--- config.mk ---
export PLATFORM = sky130hd
export DESIGN_NAME = axi_adapter
export DESIGN_NICKNAME = d
export VERILOG_FILES = /design/src/rtl/adapter_pkg.sv /design/src/rtl/axi_adapter.sv /design/src/rtl/read_engine.sv /design/src/rtl/write_engine.sv
export SDC_FILE = /design/constraint.sdc
export NUM_CORES = 1
export LEC_CHECK = 0
export ABC_AREA = 1
export BUFFER_PORTS_ARGS = -buffer_cell sky130_fd_sc_hd__buf_2
export CELL_PAD_IN_SITES_DETAIL_PLACEMENT = 0
export CELL_PAD_IN_SITES_GLOBAL_PLACEMENT = 1
export CORE_AREA = 2 2 360 362
export CTS_CLUSTER_SIZE = 25
export DETAILED_ROUTE_END_ITERATION = 8
export DIE_AREA = 0 0 362 364
export GPL_TIMING_DRIVEN = 0
export PLACE_DENSITY_LB_ADDON = 0.1
export SLEW_MARGIN = 0
export SYNTH_ARGS = -nofsm -noshare
export SYNTH_HDL_FRONTEND = slang
export SYNTH_SLANG_ARGS = --single-unit
--- constraint.sdc ---
create_clock -name clk_i -period 6.8 [get_ports clk_i]
set_input_delay 2.04 -clock clk_i [delete_from_list [all_inputs] [get_ports clk_i]]
set_output_delay 2.04 -clock clk_i [all_outputs]
set_load 0.05 [all_outputs]
--- src/rtl/adapter_pkg.sv ---
// bus adapter package
// widths, request kind and FSM state enums
// client request and bus channel structs
`default_nettype none

package adapter_pkg;

  // ----------------------------------------------------------------------
  // widths
  // ----------------------------------------------------------------------
  localparam int unsigned DATA_W      = 64;
  localparam int unsigned ADDR_W      = 32;
  localparam int unsigned ID_W        = 4;
  localparam int unsigned STRB_W      = DATA_W / 8;
  // byte offset bits inside one bus word
  localparam int unsigned WORD_OFFSET = 3;

  // ----------------------------------------------------------------------
  // enums
  // ----------------------------------------------------------------------
  typedef enum logic {
    SINGLE_REQ,
    LINE_REQ
  } req_kind_e;

  // write FSM, the burst states cover a line write with AW still pending
  typedef enum logic [2:0] {
    WR_IDLE,
    WR_WAIT_AW_READY,
    WR_WAIT_LAST_W_READY,
    WR_WAIT_LAST_W_READY_AW_READY,
    WR_WAIT_AW_READY_BURST,
    WR_WAIT_B_VALID
  } wr_state_e;

  typedef enum logic [1:0] {
    RD_IDLE,
    RD_WAIT_R_VALID,
    RD_WAIT_R_VALID_MULTIPLE,
    RD_COMPLETE_READ
  } rd_state_e;

  // ----------------------------------------------------------------------
  // client side and bus channels
  // ----------------------------------------------------------------------
  typedef struct packed {
    logic [ADDR_W-1:0] addr;
    req_kind_e         kind;
    // log2 of the access size in bytes
    logic [1:0]        size;
    logic [ID_W-1:0]   id;
  } client_req_t;

  typedef struct packed {
    logic [ADDR_W-1:0] addr;
    logic [7:0]        len;
    logic [2:0]        size;
    logic [ID_W-1:0]   id;
  } aw_chan_t;

  // read address carries the same fields as write address
  typedef aw_chan_t ar_chan_t;

  typedef struct packed {
    logic [DATA_W-1:0] data;
    logic [STRB_W-1:0] strb;
    logic              last;
  } w_chan_t;

  typedef struct packed {
    logic [ID_W-1:0] id;
    logic [1:0]      resp;
  } b_chan_t;

  typedef struct packed {
    logic [DATA_W-1:0] data;
    logic [ID_W-1:0]   id;
    logic [1:0]        resp;
    logic              last;
  } r_chan_t;

endpackage

`default_nettype wire
--- src/rtl/axi_adapter.sv ---
// bus adapter top level
// steers client requests to the write or read engine
// and merges grant, result, id and busy
`timescale 1ns/1ns
`default_nettype none

module axi_adapter #(
  parameter int unsigned LINE_WORDS = 4
) (
  input  logic                                         clk_i,
  input  logic                                         rst_i,
  // client side
  input  logic                                         req_i,
  input  logic                                         we_i,
  input  adapter_pkg::client_req_t                     req_info_i,
  input  logic [LINE_WORDS-1:0][adapter_pkg::DATA_W-1:0] wdata_i,
  input  logic [LINE_WORDS-1:0][adapter_pkg::STRB_W-1:0] be_i,
  output logic                                         gnt_o,
  output logic                                         valid_o,
  output logic                                         busy_o,
  output logic [adapter_pkg::ID_W-1:0]                 id_o,
  output logic [LINE_WORDS-1:0][adapter_pkg::DATA_W-1:0] rdata_o,
  output logic [adapter_pkg::DATA_W-1:0]               critical_word_o,
  output logic                                         critical_word_valid_o,
  // bus side
  output adapter_pkg::aw_chan_t                        aw_o,
  output logic                                         aw_valid_o,
  input  logic                                         aw_ready_i,
  output adapter_pkg::w_chan_t                         w_o,
  output logic                                         w_valid_o,
  input  logic                                         w_ready_i,
  input  adapter_pkg::b_chan_t                         b_i,
  input  logic                                         b_valid_i,
  output logic                                         b_ready_o,
  output adapter_pkg::ar_chan_t                        ar_o,
  output logic                                         ar_valid_o,
  input  logic                                         ar_ready_i,
  input  adapter_pkg::r_chan_t                         r_i,
  input  logic                                         r_valid_i,
  output logic                                         r_ready_o
);

  logic                         wr_req, wr_gnt, wr_done, wr_busy;
  logic                         rd_req, rd_gnt, rd_done, rd_busy;
  logic [adapter_pkg::ID_W-1:0] wr_id, rd_id;

  // direction split
  assign wr_req = req_i & we_i;
  assign rd_req = req_i & ~we_i;

  write_engine #(
    .LINE_WORDS (LINE_WORDS)
  ) u_write (
    .clk_i      (clk_i),
    .rst_i      (rst_i),
    .wr_req_i   (wr_req),
    .req_info_i (req_info_i),
    .wdata_i    (wdata_i),
    .be_i       (be_i),
    .gnt_o      (wr_gnt),
    .done_o     (wr_done),
    .busy_o     (wr_busy),
    .id_o       (wr_id),
    .aw_o       (aw_o),
    .aw_valid_o (aw_valid_o),
    .aw_ready_i (aw_ready_i),
    .w_o        (w_o),
    .w_valid_o  (w_valid_o),
    .w_ready_i  (w_ready_i),
    .b_i        (b_i),
    .b_valid_i  (b_valid_i),
    .b_ready_o  (b_ready_o)
  );

  read_engine #(
    .LINE_WORDS (LINE_WORDS)
  ) u_read (
    .clk_i                 (clk_i),
    .rst_i                 (rst_i),
    .rd_req_i              (rd_req),
    .req_info_i            (req_info_i),
    .gnt_o                 (rd_gnt),
    .done_o                (rd_done),
    .busy_o                (rd_busy),
    .id_o                  (rd_id),
    .rdata_o               (rdata_o),
    .critical_word_o       (critical_word_o),
    .critical_word_valid_o (critical_word_valid_o),
    .ar_o                  (ar_o),
    .ar_valid_o            (ar_valid_o),
    .ar_ready_i            (ar_ready_i),
    .r_i                   (r_i),
    .r_valid_i             (r_valid_i),
    .r_ready_o             (r_ready_o)
  );

  // ----------------------------------------------------------------------
  // merge, only one engine is active at a time
  // ----------------------------------------------------------------------
  assign gnt_o   = wr_gnt | rd_gnt;
  assign valid_o = wr_done | rd_done;
  assign id_o    = wr_done ? wr_id : rd_id;
  assign busy_o  = wr_busy | rd_busy;

endmodule

`default_nettype wire

--- src/rtl/read_engine.sv ---
// read engine
// single and line reads over AR and R, line buffer
// and critical word detection
`timescale 1ns/1ns
`default_nettype none

module read_engine #(
  parameter int unsigned LINE_WORDS = 4
) (
  input  logic                                         clk_i,
  input  logic                                         rst_i,
  input  logic                                         rd_req_i,
  input  adapter_pkg::client_req_t                     req_info_i,
  output logic                                         gnt_o,
  output logic                                         done_o,
  output logic                                         busy_o,
  output logic [adapter_pkg::ID_W-1:0]                 id_o,
  output logic [LINE_WORDS-1:0][adapter_pkg::DATA_W-1:0] rdata_o,
  output logic [adapter_pkg::DATA_W-1:0]               critical_word_o,
  output logic                                         critical_word_valid_o,
  output adapter_pkg::ar_chan_t                        ar_o,
  output logic                                         ar_valid_o,
  input  logic                                         ar_ready_i,
  input  adapter_pkg::r_chan_t                         r_i,
  input  logic                                         r_valid_i,
  output logic                                         r_ready_o
);

  localparam int unsigned IDX_W     = $clog2(LINE_WORDS);
  localparam logic [7:0]  BURST_LEN = 8'(LINE_WORDS - 1);
  // byte offset bits of a whole line
  localparam int unsigned LINE_OFF  = adapter_pkg::WORD_OFFSET + IDX_W;

  adapter_pkg::rd_state_e                   state_q, state_d;
  // beat index, stays 0 for a single read
  logic [IDX_W-1:0]                         cnt_q, cnt_d;
  logic [LINE_WORDS-1:0][adapter_pkg::DATA_W-1:0] line_q;
  logic [IDX_W-1:0]                         off_q;
  logic [adapter_pkg::ID_W-1:0]             id_q;
  logic                                     is_line;
  logic                                     beat_ok;
  logic [IDX_W-1:0]                         req_off;
  logic [adapter_pkg::ADDR_W-1:0]           line_addr;

  assign is_line   = (req_info_i.kind == adapter_pkg::LINE_REQ);
  assign req_off   = req_info_i.addr[adapter_pkg::WORD_OFFSET +: IDX_W];
  assign line_addr = {req_info_i.addr[adapter_pkg::ADDR_W-1:LINE_OFF], {LINE_OFF{1'b0}}};
  assign beat_ok   = r_valid_i & r_ready_o;
  assign busy_o    = (state_q != adapter_pkg::RD_IDLE);
  assign rdata_o   = line_q;
  assign id_o      = id_q;

  always_comb begin
    ar_valid_o            = 1'b0;
    ar_o.addr             = is_line ? line_addr : req_info_i.addr;
    ar_o.len              = is_line ? BURST_LEN : 8'd0;
    ar_o.size             = {1'b0, req_info_i.size};
    ar_o.id               = req_info_i.id;
    r_ready_o             = 1'b0;
    gnt_o                 = 1'b0;
    done_o                = 1'b0;
    critical_word_o       = r_i.data;
    critical_word_valid_o = 1'b0;
    state_d               = state_q;
    cnt_d                 = cnt_q;

    case (state_q)
      adapter_pkg::RD_IDLE: begin
        if (rd_req_i) begin
          ar_valid_o = 1'b1;
          gnt_o      = ar_ready_i;
          if (ar_ready_i) begin
            state_d = is_line ? adapter_pkg::RD_WAIT_R_VALID_MULTIPLE
                              : adapter_pkg::RD_WAIT_R_VALID;
          end
        end
      end

      adapter_pkg::RD_WAIT_R_VALID,
      adapter_pkg::RD_WAIT_R_VALID_MULTIPLE: begin
        r_ready_o = 1'b1;
        if (r_valid_i) begin
          // beat index matches the requested word
          if (state_q == adapter_pkg::RD_WAIT_R_VALID_MULTIPLE && cnt_q == off_q) begin
            critical_word_valid_o = 1'b1;
          end
          if (r_i.last) begin
            cnt_d   = '0;
            state_d = adapter_pkg::RD_COMPLETE_READ;
          end else begin
            cnt_d = cnt_q + 1'b1;
          end
        end
      end

      adapter_pkg::RD_COMPLETE_READ: begin
        done_o  = 1'b1;
        state_d = adapter_pkg::RD_IDLE;
      end

      default: state_d = adapter_pkg::RD_IDLE;
    endcase
  end

  always_ff @(posedge clk_i) begin
    if (rst_i) begin
      state_q <= adapter_pkg::RD_IDLE;
      cnt_q   <= '0;
    end else begin
      state_q <= state_d;
      cnt_q   <= cnt_d;
    end
  end

  // ----------------------------------------------------------------------
  // line buffer, word offset and last beat id
  // ----------------------------------------------------------------------
  always_ff @(posedge clk_i) begin
    if (beat_ok) begin
      line_q[cnt_q] <= r_i.data;
      if (r_i.last) begin
        id_q <= r_i.id;
      end
    end
    if (gnt_o) begin
      off_q <= req_off;
    end
  end

endmodule

`default_nettype wire

--- src/rtl/write_engine.sv ---
// write engine
// single and line writes over the AW, W and B channels
`timescale 1ns/1ns
`default_nettype none

module write_engine #(
  parameter int unsigned LINE_WORDS = 4
) (
  input  logic                                         clk_i,
  input  logic                                         rst_i,
  input  logic                                         wr_req_i,
  input  adapter_pkg::client_req_t                     req_info_i,
  input  logic [LINE_WORDS-1:0][adapter_pkg::DATA_W-1:0] wdata_i,
  input  logic [LINE_WORDS-1:0][adapter_pkg::STRB_W-1:0] be_i,
  output logic                                         gnt_o,
  output logic                                         done_o,
  output logic                                         busy_o,
  output logic [adapter_pkg::ID_W-1:0]                 id_o,
  output adapter_pkg::aw_chan_t                        aw_o,
  output logic                                         aw_valid_o,
  input  logic                                         aw_ready_i,
  output adapter_pkg::w_chan_t                         w_o,
  output logic                                         w_valid_o,
  input  logic                                         w_ready_i,
  input  adapter_pkg::b_chan_t                         b_i,
  input  logic                                         b_valid_i,
  output logic                                         b_ready_o
);

  localparam int unsigned         IDX_W     = $clog2(LINE_WORDS);
  localparam logic [7:0]          BURST_LEN = 8'(LINE_WORDS - 1);
  localparam logic [IDX_W-1:0]    LAST_IDX  = IDX_W'(LINE_WORDS - 1);

  adapter_pkg::wr_state_e state_q, state_d;
  // index of the W beat currently offered
  logic [IDX_W-1:0]       cnt_q, cnt_d;
  logic                   is_line;
  logic                   is_last;

  assign is_line = (req_info_i.kind == adapter_pkg::LINE_REQ);
  // a single write has only one beat
  assign is_last = !is_line || (cnt_q == LAST_IDX);
  assign busy_o  = (state_q != adapter_pkg::WR_IDLE);
  assign id_o    = b_i.id;

  always_comb begin
    aw_valid_o = 1'b0;
    aw_o.addr  = req_info_i.addr;
    aw_o.len   = is_line ? BURST_LEN : 8'd0;
    aw_o.size  = {1'b0, req_info_i.size};
    aw_o.id    = req_info_i.id;

    w_valid_o  = 1'b0;
    w_o.data   = is_line ? wdata_i[cnt_q] : wdata_i[0];
    w_o.strb   = is_line ? be_i[cnt_q] : be_i[0];
    w_o.last   = is_last;

    b_ready_o  = 1'b0;
    gnt_o      = 1'b0;
    done_o     = 1'b0;
    state_d    = state_q;
    cnt_d      = cnt_q;

    case (state_q)
      adapter_pkg::WR_IDLE: begin
        if (wr_req_i) begin
          aw_valid_o = 1'b1;
          w_valid_o  = 1'b1;
          if (!is_line) begin
            gnt_o = aw_ready_i & w_ready_i;
            case ({aw_ready_i, w_ready_i})
              2'b11:   state_d = adapter_pkg::WR_WAIT_B_VALID;
              2'b01:   state_d = adapter_pkg::WR_WAIT_AW_READY;
              2'b10:   state_d = adapter_pkg::WR_WAIT_LAST_W_READY;
              default: state_d = adapter_pkg::WR_IDLE;
            endcase
          end else begin
            // first beat of the line went out
            if (w_ready_i) begin
              cnt_d = cnt_q + 1'b1;
            end
            case ({aw_ready_i, w_ready_i})
              2'b11:   state_d = adapter_pkg::WR_WAIT_LAST_W_READY;
              2'b01:   state_d = adapter_pkg::WR_WAIT_LAST_W_READY_AW_READY;
              2'b10:   state_d = adapter_pkg::WR_WAIT_LAST_W_READY;
              default: state_d = adapter_pkg::WR_IDLE;
            endcase
          end
        end
      end

      // single write, data taken, address pending
      adapter_pkg::WR_WAIT_AW_READY: begin
        aw_valid_o = 1'b1;
        if (aw_ready_i) begin
          gnt_o   = 1'b1;
          state_d = adapter_pkg::WR_WAIT_B_VALID;
        end
      end

      // line write with address and data beats both outstanding
      adapter_pkg::WR_WAIT_LAST_W_READY_AW_READY: begin
        aw_valid_o = 1'b1;
        w_valid_o  = 1'b1;
        case ({aw_ready_i, w_ready_i})
          2'b01: begin
            if (is_last) begin
              state_d = adapter_pkg::WR_WAIT_AW_READY_BURST;
            end else begin
              cnt_d = cnt_q + 1'b1;
            end
          end
          2'b10: state_d = adapter_pkg::WR_WAIT_LAST_W_READY;
          2'b11: begin
            if (is_last) begin
              gnt_o   = 1'b1;
              state_d = adapter_pkg::WR_WAIT_B_VALID;
            end else begin
              cnt_d   = cnt_q + 1'b1;
              state_d = adapter_pkg::WR_WAIT_LAST_W_READY;
            end
          end
          default: state_d = state_q;
        endcase
      end

      // every data beat is gone, only AW left
      adapter_pkg::WR_WAIT_AW_READY_BURST: begin
        aw_valid_o = 1'b1;
        if (aw_ready_i) begin
          gnt_o   = 1'b1;
          state_d = adapter_pkg::WR_WAIT_B_VALID;
        end
      end

      adapter_pkg::WR_WAIT_LAST_W_READY: begin
        w_valid_o = 1'b1;
        if (w_ready_i) begin
          if (is_last) begin
            gnt_o   = 1'b1;
            state_d = adapter_pkg::WR_WAIT_B_VALID;
          end else begin
            cnt_d = cnt_q + 1'b1;
          end
        end
      end

      adapter_pkg::WR_WAIT_B_VALID: begin
        cnt_d = '0;
        if (b_valid_i) begin
          b_ready_o = 1'b1;
          done_o    = 1'b1;
          state_d   = adapter_pkg::WR_IDLE;
        end
      end

      default: state_d = adapter_pkg::WR_IDLE;
    endcase
  end

  always_ff @(posedge clk_i) begin
    if (rst_i) begin
      state_q <= adapter_pkg::WR_IDLE;
      cnt_q   <= '0;
    end else begin
      state_q <= state_d;
      cnt_q   <= cnt_d;
    end
  end

endmodule

`default_nettype wire

==> results of run 1 <==
synth_stat cells:
cell type	count	area, um^2
a211oi_1	4	30.0
a21oi_1	7	35.0
a21oi_4	1	16.3
buf_1	4	15.0
buf_2	14	70.1
buf_4	159	1190
buf_6	8	90.1
clkbuf_1	26	97.6
clkbuf_2	1	5.00
conb_1	1	3.75
dfxtp_1	9	180
edfxtp_1	262	7870
ha_1	12	150
inv_1	101	379
inv_2	5	18.8
inv_4	1	6.26
nand2_1	123	462
nand2_2	3	18.8
nand2_4	1	11.3
nand3_1	86	430
nand3_2	4	40.0
nand4_1	1	6.26
nor2_1	96	360
nor2_2	5	31.3
nor2_4	1	11.3
nor3_1	1	5.00
nor4b_1	1	8.76
o2111ai_1	1	8.76
o211ai_1	3	22.5
o21ai_0	179	896
o21ai_1	42	210
or2_2	2	12.5
xor2_1	2	17.5
flip-flops by register name, indices dropped and copies added (netlist names):
register         flops
u_read.id_o          4
u_read.cnt_q         2
u_read.state_q       2
u_read.off_q         2
u_write.cnt_q        2
u_write.state_q      3
u_read.rdata_o     256
power by group:
| part | leakage (nW) | switching [W] | internal (W) |
|---|---|---|---|
| sequential | 2.44 | 0.0000531 | 0.00205 |
| combinational | 5.92 | 0.00234 | 0.000668 |
| clock | 0.532 | 0.000752 | 0.00105 |
| total | 8.90 | 0.00314 | 0.00376 |
final cells by class:
type,instances,area [um^2],share of cell area
buffer,212,1470,0.0715
antenna,13,32.5,0.00158
multi-input combinational,589,2870,0.139
sequential,271,8050,0.391
inverter,107,404,0.0196
clock buffer,48,1010,0.0491
timing repair buffer,871,4550,0.221
clock inverter,17,108,0.00523
tap,1675,2100,0.102
worst max-delay path, cell delays in order:
cell and delay (ns):
buf_4 0.20, inv_2 0.15, a21oi_4 0.40, clkbuf_1 0.73, o21ai_0 0.34, buf_2 0.32
layer usage:
metal | share of wire | vias to the layer above | GRT usage
met5 | 0.0038 | - | 0
met4 | 0.026 | 50 | 0.0258
met3 | 0.11 | 200 | 0.0563
met2 | 0.52 | 704 | 0.213
met1 | 0.34 | 5633 | 0.110
li1 | - | 5686 | -
logic make-up (layout without fill, tap and decap cells):
logic type / after synthesis / after routing / synth area share
xor+xnor: 2 / 2 / 0.00138
fa+ha+maj: 12 / 12 / 0.0118
flops: 271 / 271 / 0.633
simple gates: 324 / 324 / 0.110
buf+inv: 319 / 1255 / 0.148
other cells: 1 / 27 / 0.000295
compound gates: 237 / 237 / 0.0959
stage by stage:
stage | instance area, um^2 | hold slack, ns | util | setup slack [ns]
6_report | 20600 | 0.512 | 0.160 | 0.571
5_1_grt | 20600 | 0.552 | 0.160 | 0.392
4_1_cts | 20500 | 0.521 | 0.160 | 0.263
3_5_place_dp | 19400 | 0.512 | 0.151 | 0.284
3_3_place_gp | 19200 | 0.509 | 0.149 | -2.94
2_1_floorplan | 12800 | 0.478 | - | 0.842
worst max path at each step:
stage,depth (start not counted),to,startpoint,slack (ns)
after floorplan,2,critical_word_valid_o,r_valid_i,0.84
after global placement,3,u_read.rdata_o[9],r_valid_i,-2.94
after detailed placement,6,w_o[72],req_info_i[6],0.28
after CTS,6,w_o[72],req_info_i[6],0.26
after global routing,6,w_o[72],req_info_i[6],0.39
final,6,w_o[72],req_info_i[6],0.57
==> flow_summary.ini, run 1 <==
[job]
maxCapViolCount = 0

[global_route]
track_usage = 0.113
grt_max_degree = 24
grt_pass1_wl_mm = 104
antenna_found_initial = 85
grt_pass1_vias = 12600
grt-ovfl-total = 0

[die]
ios = 913
fp.dieArea_um2 = 132000
die-width_um = 362
die_h_um = 364
start_util = 0.0991
core_area_um2 = 128000
rows = 132

[worst_setup_path]
ff2ff_setup_slack_ns = 4.05
rr_endpoint = u_read.rdata_o[137]
worst_setup_path_start_kind = primary input
worst-r2r-cell-count = 7
worstPathArrival_ns = 4.19
crit_path_end_kind = primary output
worst_ep_required_time_ns = 4.76
r2r-start = u_read.state_q[1]
critical_path_class = primary input to primary output
crit_fanout = 10

[clock_tree]
cts_setup_buffers = 0
cts_tree = done
cts-root-buf = clkbuf_16
path_clk_slew_ns = 0.05
htreeDepth = 2
cts-resized-gates = 0
cts_sinks = 271
hold_buffers = 0
cts_buffers = 38
worstSkewPairLatency_ns = 0.55
clock_path_buffers = 3

[pwr]
power_w = 0.00691
leakagePower_nw = 8.90
irDropWorstVdd_uv = 153
power_density_nw_per_um2 = 336

[sta]
slew_headroom = 0.245
hold_viol = 0
timing.fmax_mhz = 161
fin_setup_tns_ns = 0
period_share = 0.916
min_period_ns = 6.23
worst_pin_slew_ns = 1.13
setup_viol = 0
rsz0062_at_grt = false
finalClockSkew_ns = 0.0145
slew_violations = 0

[logic_synthesis]
yosysWarnings = 0
synthCells = 1166
synth.distinct_cells = 33
avgSynthCellArea_um2 = 10.9
ys_seq_area_frac = 0.633
ys_ff_latch = 271
synth_area_um2 = 12700

[detailed_routing]
vias_per_cell = 3.23
drc = 0
finalWirelength_mm = 79.3
ant_nets = 0
via_count = 12300
wl_per_cell_um = 20.8
dr.pass1.iters = 6
drtIter0Drc = 556

[min_path]
min_path_type = flip-flop to flip-flop
hold_path_depth = 2
min_from = u_read.state_q[1]
holdPathEnd = u_read.state_q[1]

[placement]
io_buffers = 859
dpl.cell_count = 3725
dp.final_hpwl_mm = 67.1
gp_congestion = 0.768

[final_layout]
final_cells = 3803
layout-drive-gt1-share = 0.533
fin_nets = 2515
final_cell_mix = buf_2 (873), edfxtp_1 (262), o21ai_0 (179)
final_common_cell = buf_2
syn2layout_area_growth_pct = 61.9
nFillCells = 14700

[run_status]
outcome = finished clean
Power figures use the tool's default switching activity.
==> run 2: changes to the inputs <==
--- a/config.mk
+++ b/config.mk
@@ -18,4 +18,5 @@
 export SLEW_MARGIN = 0
 export SYNTH_ARGS = -nofsm -noshare
 export SYNTH_HDL_FRONTEND = slang
+export SYNTH_HIERARCHICAL = 1
 export SYNTH_SLANG_ARGS = --single-unit
==> flow_summary.ini, run 2 <==
[run_status]
outcome = finished clean

[global_route]
grt_max_degree = 24
antenna_found_initial = 86
grtUsageMet1 = 0.104
grt_pass1_vias = 13000
grt-busiest-layer = met2
grtUsageMet3 = 0.0566
track_usage = 0.116
use_met2 = 0.224
grt_pass1_wl_mm = 105
grt-ovfl-total = 0

[placement]
io_buffers = 857
placed_cell_area_um2 = 19400
dp.final_hpwl_mm = 68.2
gp_congestion = 0.769
place_ws_ns = -0.0376

[sta]
finalClockSkew_ns = 0.0214
slew_violations = 0
fin_ws_ns = 0.387
hold_slack_ns = 0.569
setup_viol = 0
period_share = 0.943
slew_headroom = 0.454
rsz0062_at_grt = false
hold_viol = 0
fin_setup_tns_ns = 0
timing.fmax_mhz = 156
min_period_ns = 6.41
worst_pin_slew_ns = 0.819

[final_layout]
final_cell_mix = buf_2 (881), edfxtp_1 (262), o21ai_0 (196)
fin_nets = 2535
finish.utilization = 0.161
final_common_cell = buf_2
finalInstanceArea_um2 = 20700
largest_reg_flops = 256
syn2layout_area_growth_pct = 62.5
layout-drive-gt1-share = 0.530
nFillCells = 14700

[worst_setup_path]
worst-r2r-cell-count = 7
critical_path_class = primary input to primary output
cp_cell_sequence = buf_2 > clkbuf_2 > inv_1 > a21oi_2 > clkbuf_1 > o21ai_0 > buf_2
rr_endpoint = u_read/rdata_o[10]
crit_path_end_kind = primary output
max_stage_delay_ns = 0.65
ff2ff_setup_slack_ns = 4.09
worst_setup_path_start_kind = primary input
crit_fanout = 12
crit_path_frequent_cell = buf_2
worstPathArrival_ns = 4.37
worst_ep_required_time_ns = 4.76
critical_path.slowest_cell = clkbuf_1
r2r-start = u_read/state_q[1]

[logic_synthesis]
ys_seq_area_frac = 0.631
synthCells = 1190
avgSynthCellArea_um2 = 10.7
synth_top_area_frac = 0.617
yosys.area.top_type = edfxtp_1
synth_area_leaders = edfxtp_1 (62%), buf_4 (9.4%), o21ai_0 (7.7%)
synth_area_um2 = 12700
async_flop_share = 0
synth_common_cells = edfxtp_1 (262), o21ai_0 (196), buf_4 (160)
synth.most_common_cell = edfxtp_1
yosysWarnings = 6
ys_ff_latch = 271
synth.distinct_cells = 34
synth_ff_type = edfxtp_1
synth_edf_count = 262

[pwr]
p_clk_frac = 0.286
netSwitchingFraction = 0.437
pwr-share-comb = 0.407
power_density_nw_per_um2 = 328
pwr-share-seq = 0.307
irDropWorstVdd_uv = 132
p_switching_w = 0.00297
leakagePower_nw = 9.03
p_int_w = 0.00383

[min_path]
min_from = u_write/state_q[1]
holdPathEnd = u_write/state_q[1]
hold_path_depth = 2
min_path_type = flip-flop to flip-flop

[clock_tree]
cts_sinks = 271
cts_buffers = 36
hold_buffers = 0
cts-resized-gates = 1
cts_setup_buffers = 0
clock_path_buffers = 3
cts-root-buf = clkbuf_16
worstSkewPairLatency_ns = 0.57
cts_tree = done
htreeDepth = 2
path_clk_slew_ns = 0.06

[die]
die_h_um = 364
fp.dieArea_um2 = 132000
start_util = 0.0993
rows = 132
ios = 913
core_area_um2 = 128000
die-width_um = 362

[detailed_routing]
finalWirelength_mm = 81.2
via_count = 12400
vias_per_cell = 3.24
drc = 0
drtIter0Drc = 494
wl_per_cell_um = 21.1
dr.pass1.iters = 7
ant_nets = 0

[job]
maxCapViolCount = 0
-- run 2: cell types whose count changed in the layout (fill, tap and decap cells not counted), sizes merged, moves of 5 or more --
cell and change:
diode +19, inv +10, nor2 +9, nand2 +6
bufinv +5
-- run 2: how the worst max path moves through the flow --
stage / start / end / slack, ns / cells past startpoint
after floorplan: req_info_i[6] / w_o[1] / 1.14 / 5
after global placement: r_valid_i / u_read/rdata_o[35] / -3.04 / 3
after detailed placement: req_info_i[6] / w_o[14] / -0.04 / 7
after CTS: req_info_i[6] / w_o[70] / 0.17 / 7
after global routing: req_info_i[6] / w_o[69] / 0.17 / 7
final: req_info_i[6] / w_o[70] / 0.39 / 7
-- run 2: power groups by stage --
stage               Combinational (W)  Clock [W]  Sequential [W]
detailed placement            0.00285          0         0.00212
floorplan                     0.00138          0         0.00257
global route                  0.00298    0.00211         0.00210
global placement              0.00279          0         0.00218
CTS                           0.00285    0.00206         0.00209
finish                        0.00277    0.00195         0.00209
-- run 2: cell type report --
type                            instances  area [um^2]  share of cell area
Antenna cell                           32         80.1             0.00386
Buffer                                216         1450              0.0700
Clock buffer                           43          927              0.0447
Clock inverter                         21          265              0.0128
Inverter                              115          432              0.0208
Multi-Input combinational cell        600         2890               0.140
Sequential cell                       271         8050               0.388
Tap cell                             1675         2100               0.101
Timing Repair Buffer                  869         4530               0.219
-- run 2: logic make-up after synthesis --
logic type | after synthesis | synth area share
buffers and inverters | 331 | 0.148
AO/OA/AOI/OAI | 232 | 0.0929
XOR/XNOR | 2 | 0.00137
other | 2 | 0.000589
flip-flops | 271 | 0.631
AND/OR/NAND/NOR | 339 | 0.113
adder cells (fa/ha/maj) | 13 | 0.0128
-- run 2: through the flow --
step                power, W  instances
floorplan            0.00395       1202
global placement     0.00497       3734
detailed placement   0.00497       3746
CTS                  0.00700       3810
global route         0.00720       3827
finish               0.00680       3842
-- run 2: critical path: cells and delay by family --
family | cells | cell delay [ns]
AOI/OAI and AO/OA | 2 | 0.82
buffers and inverters | 5 | 1.51
-- run 2: per-layer routing --
layer | up-vias | share of wire
met3 | 192 | 0.11
met4 | 48 | 0.037
met5 | - | 0.0037
met2 | 671 | 0.53
met1 | 5776 | 0.32
li1 | 5753 | -
